[src/common/fdsu_pkg.sv]
//========================================
// Shared types and constants for the
// divide/sqrt second execute stage
//========================================
`default_nettype none

package fdsu_pkg;

  //========================================
  // Widths
  //========================================
  // Exponent result, two's complement
  localparam int EXP_W  = 13;
  // Denormal rounding add number
  localparam int FRAC_W = 53;
  // Rounding mode
  localparam int RM_W   = 3;

  //========================================
  // Formats
  //========================================
  typedef enum logic [1:0] {
    FMT_DOUBLE = 2'd0,
    FMT_SINGLE = 2'd1,
    FMT_HALF   = 2'd2,
    FMT_BFLOAT = 2'd3
  } fp_fmt_t;

  //========================================
  // Per-format exponent limits
  //========================================
  // Index order: double, single, half, bfloat

  // Overflow above, potential overflow at
  localparam logic signed [EXP_W-1:0] EXP_OF_MAX [4] = '{
    13'sd1024, 13'sd128, 13'sd16, 13'sd128
  };

  // Underflow at or below
  localparam logic signed [EXP_W-1:0] EXP_UF_MAX [4] = '{
    -13'sd1023, -13'sd127, -13'sd15, -13'sd127
  };

  // Potential underflow, also the smallest normal exponent
  localparam logic signed [EXP_W-1:0] EXP_POTNT_UF [4] = '{
    -13'sd1022, -13'sd126, -13'sd14, -13'sd126
  };

  // Result too small for any rounding bit, skip the SRT loop
  localparam logic signed [EXP_W-1:0] EXP_SKIP_LT [4] = '{
    -13'sd1075, -13'sd150, -13'sd25, -13'sd150
  };

  // Add number bit position at EXP_POTNT_UF
  localparam logic [5:0] DENORM_BASE_BIT [4] = '{
    6'd0, 6'd29, 6'd42, 6'd45
  };

  //========================================
  // Stage structs
  //========================================
  // Operation as presented to stage two
  typedef struct packed {
    fp_fmt_t          fmt;
    logic             div;
    logic             sqrt;
    logic             op0_norm;
    logic             op1_norm;
    logic [EXP_W-1:0] expnt_add0;
    logic [EXP_W-1:0] expnt_add1;
    // Overflow rounds to largest finite number
    logic             of_rm_lfn;
    logic             result_zero;
    logic             result_qnan;
    logic             result_inf;
    logic             result_sign;
    logic             nv;
    logic             dz;
    logic [RM_W-1:0]  rm;
    // Special case already known in stage one
    logic             srt_skip;
  } fdsu_ex2_op_t;

  // Exponent evaluation results
  typedef struct packed {
    logic [EXP_W-1:0] expnt_rst;
    logic             of;
    logic             uf;
    logic             potnt_of;
    logic             potnt_uf;
    logic             id_srt_skip;
  } fdsu_expnt_flags_t;

  // Everything stage three needs
  typedef struct packed {
    fp_fmt_t           fmt;
    logic [EXP_W-1:0]  expnt_rst;
    logic              of;
    logic              uf;
    logic              potnt_of;
    logic              potnt_uf;
    logic              rslt_denorm;
    logic              id_srt_skip;
    logic              result_zero;
    logic              result_qnan;
    logic              result_inf;
    logic              result_lfn;
    logic              result_sign;
    logic              nv;
    logic              dz;
    logic [RM_W-1:0]   rm;
    logic [FRAC_W-1:0] denorm_round_add_num;
  } fdsu_ex3_info_t;

endpackage

`default_nettype wire

[src/design/fdsu_expnt_eval.sv]
//========================================
// Exponent difference, range checks and
// SRT skip decision
//========================================
`default_nettype none

module fdsu_expnt_eval (
  input  fdsu_pkg::fdsu_ex2_op_t      op,
  output fdsu_pkg::fdsu_expnt_flags_t flags,
  output logic                        skip_srt
);

  import fdsu_pkg::*;

  logic [EXP_W-1:0]        expnt_diff;
  logic signed [EXP_W-1:0] expnt_rst;

  // Limits of the current format
  logic signed [EXP_W-1:0] of_max;
  logic signed [EXP_W-1:0] uf_max;
  logic signed [EXP_W-1:0] potnt_uf_lim;
  logic signed [EXP_W-1:0] skip_lim;

  // Raw compares, before operand gating
  logic expnt_of;
  logic expnt_uf;
  logic potnt_of_pre;
  logic potnt_uf_pre;
  logic id_srt_skip;

  logic div_norm;
  logic div_of;
  logic div_uf;
  logic div_potnt_of;
  logic potnt_uf;

  //========================================
  // Exponent result
  //========================================
  assign expnt_diff = op.expnt_add0 - op.expnt_add1;

  // Square root halves the difference, sign kept
  assign expnt_rst = op.sqrt ? {expnt_diff[EXP_W-1], expnt_diff[EXP_W-1:1]}
                             : expnt_diff;

  //========================================
  // Range checks
  //========================================
  assign of_max       = EXP_OF_MAX[op.fmt];
  assign uf_max       = EXP_UF_MAX[op.fmt];
  assign potnt_uf_lim = EXP_POTNT_UF[op.fmt];
  assign skip_lim     = EXP_SKIP_LT[op.fmt];

  assign expnt_of     = expnt_rst >  of_max;
  assign potnt_of_pre = expnt_rst == of_max;
  assign expnt_uf     = expnt_rst <= uf_max;
  assign potnt_uf_pre = expnt_rst == potnt_uf_lim;

  // Far below the denormal range, result is zero or min
  assign id_srt_skip  = expnt_rst <  skip_lim;

  //========================================
  // Operand gating
  //========================================
  // Only a divide of two normals can leave the range here
  assign div_norm     = op.div && op.op0_norm && op.op1_norm;

  assign div_of       = div_norm && expnt_of;
  assign div_uf       = div_norm && expnt_uf;
  assign div_potnt_of = div_norm && potnt_of_pre;

  // Sqrt also sees this one, so only op0 counts
  assign potnt_uf     = potnt_uf_pre && op.op0_norm;

  //========================================
  // Outputs
  //========================================
  assign flags.expnt_rst   = expnt_rst;
  assign flags.of          = div_of;
  assign flags.uf          = div_uf;
  assign flags.potnt_of    = div_potnt_of;
  assign flags.potnt_uf    = potnt_uf;
  assign flags.id_srt_skip = id_srt_skip;

  // No iteration needed when the result is already settled
  assign skip_srt = div_of || id_srt_skip || op.srt_skip;

endmodule

`default_nettype wire

[src/design/fdsu_denorm_round_num.sv]
//========================================
// One-hot round add number for a
// denormal result
//========================================
`default_nettype none

module fdsu_denorm_round_num (
  input  logic [12:0]       expnt_rst,
  input  fdsu_pkg::fp_fmt_t fmt,
  output logic [52:0]       round_add_num
);

  import fdsu_pkg::*;

  logic signed [EXP_W-1:0] potnt_uf_lim;
  logic [5:0]              base_bit;
  logic [5:0]              span;
  logic signed [EXP_W:0]   offset;
  logic                    in_range;
  logic [5:0]              bit_idx;

  assign potnt_uf_lim = EXP_POTNT_UF[fmt];
  assign base_bit     = DENORM_BASE_BIT[fmt];

  // Number of positions left above the base bit
  assign span = 6'(FRAC_W - 1) - base_bit;

  // Distance below the smallest normal exponent, one extra bit
  // so the subtraction cannot wrap
  assign offset = {potnt_uf_lim[EXP_W-1], potnt_uf_lim}
                - {expnt_rst[EXP_W-1], expnt_rst};

  assign in_range = !offset[EXP_W]
                 && (offset[EXP_W-1:0] <= {{(EXP_W-6){1'b0}}, span});

  // Each step down moves the rounding point up one bit
  assign bit_idx = base_bit + offset[5:0];

  //========================================
  // Decode
  //========================================
  always_comb
  begin
    round_add_num = '0;
    if (in_range)
    begin
      round_add_num[bit_idx] = 1'b1;
    end
  end

endmodule

`default_nettype wire

[src/design/fdsu_ex3_pipe.sv]
//========================================
// Inf/LFN result select and the
// stage three register
//========================================
`default_nettype none

module fdsu_ex3_pipe (
  input  logic                        ex2_pipe_clk,
  input  logic                        cpurst_b,
  input  logic                        ex2_pipedown,
  input  fdsu_pkg::fdsu_ex2_op_t      op,
  input  fdsu_pkg::fdsu_expnt_flags_t flags,
  input  logic [52:0]                 round_add_num,
  output fdsu_pkg::fdsu_ex3_info_t    ex3_info
);

  import fdsu_pkg::*;

  logic           result_inf;
  logic           result_lfn;
  fdsu_ex3_info_t ex3_nxt;

  //========================================
  // Special results
  //========================================
  // Overflow goes to inf or largest finite by rounding mode
  assign result_inf = op.result_inf || (flags.of && !op.of_rm_lfn);
  assign result_lfn = flags.of && op.of_rm_lfn;

  //========================================
  // Next stage three contents
  //========================================
  always_comb
  begin
    ex3_nxt.fmt                  = op.fmt;
    ex3_nxt.expnt_rst            = flags.expnt_rst;
    ex3_nxt.of                   = flags.of;
    ex3_nxt.uf                   = flags.uf;
    ex3_nxt.potnt_of             = flags.potnt_of;
    ex3_nxt.potnt_uf             = flags.potnt_uf;
    // Underflowed result is denormal before rounding
    ex3_nxt.rslt_denorm          = flags.uf;
    ex3_nxt.id_srt_skip          = flags.id_srt_skip;
    ex3_nxt.result_zero          = op.result_zero;
    ex3_nxt.result_qnan          = op.result_qnan;
    ex3_nxt.result_inf           = result_inf;
    ex3_nxt.result_lfn           = result_lfn;
    ex3_nxt.result_sign          = op.result_sign;
    ex3_nxt.nv                   = op.nv;
    ex3_nxt.dz                   = op.dz;
    ex3_nxt.rm                   = op.rm;
    ex3_nxt.denorm_round_add_num = round_add_num;
  end

  //========================================
  // Stage register, holds while pipedown low
  //========================================
  always_ff @(posedge ex2_pipe_clk or negedge cpurst_b)
  begin
    if (!cpurst_b)
    begin
      ex3_info     <= '0;
      ex3_info.fmt <= FMT_DOUBLE;
    end
    else if (ex2_pipedown)
    begin
      ex3_info <= ex3_nxt;
    end
  end

endmodule

`default_nettype wire

[src/design/fdsu_ex2_stage.sv]
//========================================
// Divide/sqrt second execute stage top
//========================================
`default_nettype none

module fdsu_ex2_stage (
  input  logic                     ex2_pipe_clk,
  input  logic                     cpurst_b,
  input  logic                     ex2_pipedown,
  input  fdsu_pkg::fdsu_ex2_op_t   ex2_op,
  output logic                     srt_ctrl_skip_srt,
  output fdsu_pkg::fdsu_ex3_info_t ex3_info
);

  import fdsu_pkg::*;

  fdsu_expnt_flags_t expnt_flags;
  logic [FRAC_W-1:0] round_add_num;

  //========================================
  // Exponent evaluation
  //========================================
  fdsu_expnt_eval u_expnt_eval (
    .op       (ex2_op),
    .flags    (expnt_flags),
    .skip_srt (srt_ctrl_skip_srt)
  );

  //========================================
  // Denormal rounding prep
  //========================================
  fdsu_denorm_round_num u_denorm_round_num (
    .expnt_rst     (expnt_flags.expnt_rst),
    .fmt           (ex2_op.fmt),
    .round_add_num (round_add_num)
  );

  //========================================
  // Pipe to stage three
  //========================================
  fdsu_ex3_pipe u_ex3_pipe (
    .ex2_pipe_clk  (ex2_pipe_clk),
    .cpurst_b      (cpurst_b),
    .ex2_pipedown  (ex2_pipedown),
    .op            (ex2_op),
    .flags         (expnt_flags),
    .round_add_num (round_add_num),
    .ex3_info      (ex3_info)
  );

endmodule

`default_nettype wire

[config.mk]
export PLATFORM = sky130hd
export DESIGN_NAME = fdsu_ex2_stage
export DESIGN_NICKNAME = d
export VERILOG_FILES = /design/src/common/fdsu_pkg.sv /design/src/design/fdsu_expnt_eval.sv /design/src/design/fdsu_denorm_round_num.sv /design/src/design/fdsu_ex3_pipe.sv /design/src/design/fdsu_ex2_stage.sv
export SDC_FILE = /design/constraint.sdc
export NUM_CORES = 1
export LEC_CHECK = 0
export BUFFER_PORTS_ARGS = -buffer_cell sky130_fd_sc_hd__buf_2
export CAP_MARGIN = 30
export CORE_ASPECT_RATIO = 0.8
export CORE_UTILIZATION = 25
export DETAILED_ROUTE_END_ITERATION = 16
export SLEW_MARGIN = 5
export SYNTH_ARGS = -nofsm -noshare
export SYNTH_HDL_FRONTEND = slang
export SYNTH_SLANG_ARGS = --single-unit
[constraint.sdc]
create_clock -name ex2_pipe_clk -period 4.7 [get_ports ex2_pipe_clk]
set_input_delay 0.235 -clock ex2_pipe_clk [delete_from_list [all_inputs] [get_ports ex2_pipe_clk]]
set_output_delay 0.235 -clock ex2_pipe_clk [all_outputs]
set_load 0.03 [all_outputs]
==> metrics.cfg, run 1 <==
[run_status]
status=finished clean

[yosys]
synth_area_leader_cell=dfrtp_1
synth-edff-count=0
synth_area_leaders=dfrtp_1, ha_1, o31ai_2
yosysWarningCount=0
syn_nets=767
yosysSeqAreaShare=0.3325
synthArstFlopShare=1.000
synth-main-ff-cell=dfrtp_1
synth.most_common_cell=dfrtp_1
synth-seq-cells=83
netlist_instances=672
synth_common_cells=dfrtp_1, nand2_1, nand3_1
syn_avg_cell_area_um2=9.296
yosysUniqueCellTypes=69
yosysTopAreaCellShare=0.3325
synth_area_um2=6247

[die]
die_w_um=178.7
die_h_um=143.4
io_pins=131
core_area_um2=24440
std_cell_rows=51
initial_core_util=0.2556
die-area_um2=25630

[clocking]
numCtsBuffers=9
root_buffer=clkbuf_16
cts_tree=yes
clock_sinks=83
path_clk_slew_ns=0.06
h-tree-depth=3
clk_path_buf_depth=2
insertion_delay_ns=0.34

[min_path]
hp-class=in2reg

[power_and_ir_drop]
ir_worst_vdd_uv=262.8
power_leakage_nw=3.705
powerDensity_nw_per_um2=401.7
power_mw=3.201

[place]
gp_congestion=0.9235
port_buffers=130
dp_hpwl_mm=14.32
place_area_um2=7560

[drt]
routedWlPerCell_um=16.17
ant_nets=0
first_pass_iters=5
wirelength_mm=18.61
viasPerCell=4.842
vias=5573
drt_iter0_markers=347
drc_errors=0

[grt]
track_usage=0.1506
grt_max_degree=70
grt_pass1_wl_mm=29.97
grt_pass1_vias=5487
antenna_found_initial=0
overflow=0

[layout]
drive_gt1_frac=0.3493
fin_nets=923
stdcell_area_um2=7969
fillers=2544
diodes=0
largest_reg_flops=83
regMostFlops=u_ex3_pipe.ex3_info
area_delta_synth_final_pct=27.56
reg_top3=u_ex3_pipe.ex3_info x83

[timing]
fin_skew_ns=0
hold_ws_ns=0.1235
drv_slew=0
worst_slew_pin_slew_ns=0.8696
hold_viol_final=0
fmax_mhz=230.9
finalCriticalPeriod_ns=4.331
timing.final.crit_share=0.9215
setup_viol=0
max-slew-margin-rel=0.4052

[critical_path]
ff2ff_setup_slack_ns=3.81
crit_fanout=12
cp-end-kind=flip-flop
reg2reg_depth=2
rr_startpoint=u_ex3_pipe.ex3_info[60]
rr_endpoint=u_ex3_pipe.ex3_info[60]
worstSetupPathType=in2reg
cp-start-kind=primary input
cp.arrival_ns=4.57
crit_path_end=u_ex3_pipe.ex3_info[40]
crit_start=ex2_op[24]
worstPathRequired_ns=4.94

[flow_run]
max_cap_viol_count=0

-- through the flow --
stage	std cells	utilization	TNS, ns	setup WS [ns]
finish	1151	0.3261	0	0.3687
global route	1151	0.3261	-0.01542	-0.01542
CTS	1149	0.3240	0	0.2648
detailed placement	1132	0.3093	-2.351	-0.1215
global placement	1132	0.3093	-6.111	-0.1691
floorplan	672	-	0	0.5078
-- placed cells by master (no fill, tap or decap), types with 3 or more instances in the layout --
cell type and count:
buf_2 129, dfrtp_1 83, nand2_1 70, nand3_1 52, buf_4 51, o31ai_2 48, ha_1 47, inv_1 46
nor2_1 43, a21oi_1 31, or3_1 22, mux2_2 18, a21o_1 13, o21ai_0 11, xor2_1 10, xnor2_1 10
clkbuf_16 9, nand2b_1 8, o21a_1 8, nor3_1 8, and3_1 6, o211ai_1 6, a211oi_1 6, a31oi_1 5
and2_1 5, buf_12 5, o21bai_1 4, or2_2 4, nor2b_1 4, nand4_1 4, mux2i_1 3, nand3b_1 3
xnor2_2 3, o32ai_2 3, o32ai_1 3, bufinv_16 3
-- worst min-delay path by stage --
stage / start / to / slack (ns) / cells after the start
2_1_floorplan: cpurst_b / u_ex3_pipe.ex3_info[0] / -0.06 / 0
6_report: ex2_op[6] / u_ex3_pipe.ex3_info[58] / 0.12 / 2
5_1_grt: ex2_op[9] / u_ex3_pipe.ex3_info[62] / 0.11 / 2
4_1_cts: ex2_op[6] / u_ex3_pipe.ex3_info[58] / 0.11 / 2
3_3_place_gp: cpurst_b / u_ex3_pipe.ex3_info[27] / 0.1 / 1
3_5_place_dp: cpurst_b / u_ex3_pipe.ex3_info[27] / 0.10 / 1
-- timing repair --
action                                  4_1_cts  5_1_grt
buffers inserted                              0        0
endpoints found under the setup margin        0       16
resized for setup                             0        2
hold endpoints to repair                     14        0
hold buffers                                  1        0
-- power by group --
group	leakage, nW	switching [mW]	internal, mW
combinational	2.43	1.01	0.584
sequential	1.10	0.0193	0.751
clock	0.172	0.313	0.525
-- final cells by class --
type | count | area (µm²) | area share
clock buffer | 9 | 225.2 | 0.02826
inverter | 46 | 172.7 | 0.02167
clock inverter | 7 | 123.9 | 0.01554
sequential | 83 | 2077 | 0.2606
timing repair buffer | 188 | 1177 | 0.1477
tap | 318 | 397.9 | 0.04993
multi-input combinational | 500 | 3795 | 0.4762
-- metal layers --
layer / vias to the layer above / global-route usage / part of all wire / wire length [µm]
met3: 15 / 0.03624 / 0.061 / 1133
met4: 0 / 0.03390 / 0.014 / 255
met1: 2667 / 0.2294 / 0.53 / 9898
met2: 153 / 0.2091 / 0.39 / 7324
met5: - / 0 / 0 / 0
li1: 2738 / - / - / -
-- critical path, cell delays in order --
cell	delay, ns
buf_2	0.10
inv_1	0.04
ha_1	0.17
inv_1	0.06
fa_1	0.43
a21oi_4	0.23
o21ai_0	0.12
a21oi_1	0.19
xnor2_1	0.12
a21oi_1	0.32
ha_1	0.32
buf_4	0.17
xnor2_4	0.16
ha_1	0.30
nand3_1	0.11
o31ai_2	0.31
nand4_1	0.13
nor3_1	0.31
o311ai_4	0.21
buf_4	0.25
o32ai_1	0.27
-- cells by family after synthesis --
family          Yosys count  share of synthesized area
fa+ha+maj                49                     0.1005
buf+inv                  89                    0.06509
mux                      21                    0.03725
compound gates          169                     0.2439
simple gates            237                     0.1829
xor+xnor                 24                    0.03785
flops                    83                     0.3325
Note: power is estimated with default switching activity, not from simulation.
==> run 2, diff against run 1 <==
HOLD_SLACK_MARGIN = 0.12   (was default)
REMOVE_ABC_BUFFERS = 1   (was default)
==> run 2 against run 1 <==
  * Die area did not move
  * Cell count is 0.52% lower
  * Via count is 2.0% lower
  * Critical path depth rose by 2
  * Highest routed layer unchanged
  * Register-to-register slack about the same
  * Fmax down 1.1%
  * Worst setup slack lost 0.049 ns
  * Non-clock buffer count shrank 6
  * Clock power down 14%
==> metrics.cfg, run 2 (same netlist as run 1, synthesis figures left out) <==
[layout]
final_cell_mix=buf_2, dfrtp_1, nand2_1
post-route-util=0.3220
mostFrequentLayoutCell=buf_2
area_delta_synth_final_pct=25.96
reg_top3=u_ex3_pipe.ex3_info x83
drive_gt1_frac=0.3410
instances_no_fill=1145
diodes=0
regMostFlops=u_ex3_pipe.ex3_info
fin_nets=917
largest_reg_flops=83

[min_path]
hold_start=ex2_op[4]
hp-class=in2reg
holdPathEnd=u_ex3_pipe.ex3_info[56]
min_path_cells=2

[die]
die_h_um=143.4
io_pins=131
initial_core_util=0.2556
std_cell_rows=51
die-area_um2=25630
core_area_um2=24440
die_w_um=178.7

[timing]
hold_viol_final=0
timing.final.crit_share=0.9320
drv_slew=0
finalCriticalPeriod_ns=4.380
hold_ws_ns=0.1282
max-slew-margin-rel=0.5061
fin_skew_ns=0
setup_viol=0
rsz0062_at_grt=no
worst_slew_pin_slew_ns=0.7372
fmax_mhz=228.3
tns_ns=0

[power_and_ir_drop]
power_frac_seq=0.254
swShare=0.4311
power_switching_mw=1.309
pwr-share-comb=0.509
cell_internal_pwr_mw=1.728
powerDensity_nw_per_um2=386.0
ir_worst_vdd_uv=249.4
p_clk_frac=0.238
power_leakage_nw=3.629

[critical_path]
cp-end-kind=flip-flop
ff2ff_setup_slack_ns=3.81
worstPathRequired_ns=4.94
worstSetupPathType=in2reg
cp-start-kind=primary input
rr_endpoint=u_ex3_pipe.ex3_info[60]
cp.arrival_ns=4.62
reg2reg_depth=2
rr_startpoint=u_ex3_pipe.ex3_info[60]
crit_fanout=29

[grt]
grt_pass1_vias=5293
grtUsageMet3=0.03836
met2_usage=0.2075
track_usage=0.1415
grt_max_degree=56
top_usage_layer=met2
antenna_found_initial=0
grt_use_met1=0.2050
overflow=0
grt_pass1_wl_mm=28.65

[clocking]
root_buffer=clkbuf_16
clk_path_buf_depth=2
h-tree-depth=3
cts_tree=yes
clock_sinks=83
post_cts_buffers=0
numCtsBuffers=9
path_clk_slew_ns=0.07
insertion_delay_ns=0.34

[drt]
ant_nets=0
routedWlPerCell_um=15.74
wirelength_mm=18.02
drc_errors=0
first_pass_iters=4
viasPerCell=4.770
drt_iter0_markers=278
vias=5462

[place]
numPlacedInstances=1122
gp_congestion=0.9410
dp_hpwl_mm=13.84
port_buffers=130

[flow_run]
max_cap_viol_count=0

[run_status]
status=finished clean

[run 2: cell count changes in the layout (fill, tap and decap cells not counted), moves of 2 or more]
| cell | change |
|---|---|
| buf_4 | -8 |
| dlygate4sd3_1 | +6 |
| buf_12 | -2 |
| bufinv_16 | -2 |
| clkbuf_1 | +2 |
| clkinvlp_4 | +2 |
| nor3_1 | -2 |
| nor3_2 | +2 |
| xor2_1 | -2 |
| xor2_2 | +2 |
[run 2: worst max-delay path by stage]
stage | slack, ns | startpoint | to | depth (start not counted)
after floorplan | -0.86 | ex2_op[24] | u_ex3_pipe.ex3_info[40] | 18
after global placement | -0.15 | ex2_op[24] | u_ex3_pipe.ex3_info[40] | 23
after detailed placement | -0.24 | ex2_op[24] | u_ex3_pipe.ex3_info[49] | 23
final | 0.32 | ex2_op[24] | u_ex3_pipe.ex3_info[40] | 23
after global routing | 0.06 | ex2_op[24] | u_ex3_pipe.ex3_info[49] | 23
after CTS | 0.11 | ex2_op[24] | u_ex3_pipe.ex3_info[40] | 23
[run 2: stage by stage]
step,cell area [µm²],setup slack (ns),power [mW]
global placement,7475,-0.1460,2.312
detailed placement,7475,-0.2429,2.315
floorplan,6013,-0.8569,1.693
finish,7869,0.3196,3.037
CTS,7841,0.1143,3.054
global route,7869,0.05737,3.233
[run 2: power by group through the flow]
stage	Combinational, mW	Clock (mW)	Sequential (mW)
after detailed placement	1.53	0	0.783
after global placement	1.53	0	0.781
after floorplan	0.835	0	0.858
final	1.54	0.722	0.770
after CTS	1.54	0.741	0.770
after global routing	1.70	0.762	0.774
[run 2: final cells by class]
cell class | instances | area [µm²]
clock buffer | 12 | 246.5
clock inverter | 4 | 50.05
fill | 2592 | 16570
inverter | 46 | 172.7
multi-input combinational | 500 | 3826
sequential | 83 | 2077
tap | 318 | 397.9
timing repair buffer | 182 | 1099
[run 2: per-layer routing]
metal,wire length [µm],part of all wire
met5,0,0
met4,192,0.011
met3,1176,0.065
met2,7584,0.42
met1,9065,0.50
[run 2: what timing repair did]
action                                 CTS  global route
endpoints found under the hold margin   35             0
gates resized for setup                  0             5
hold buffers                             7             0
setup endpoints to repair                0            54
[run 2: worst max-delay path, stage by stage]
cell and delay, ns:
buf_2 0.09, inv_1 0.05, ha_1 0.18, inv_1 0.07
fa_1 0.44, a21oi_4 0.23, o21bai_1 0.10, xor2_1 0.17
mux2i_1 0.23, inv_1 0.08, ha_1 0.35, inv_1 0.16
nor2_4 0.08, a21oi_4 0.22, xnor2_4 0.12, ha_1 0.31
nand3_1 0.10, o31ai_2 0.32, nand4_1 0.18, nor3_2 0.24
o311ai_4 0.17, buf_12 0.21, o32ai_1 0.28
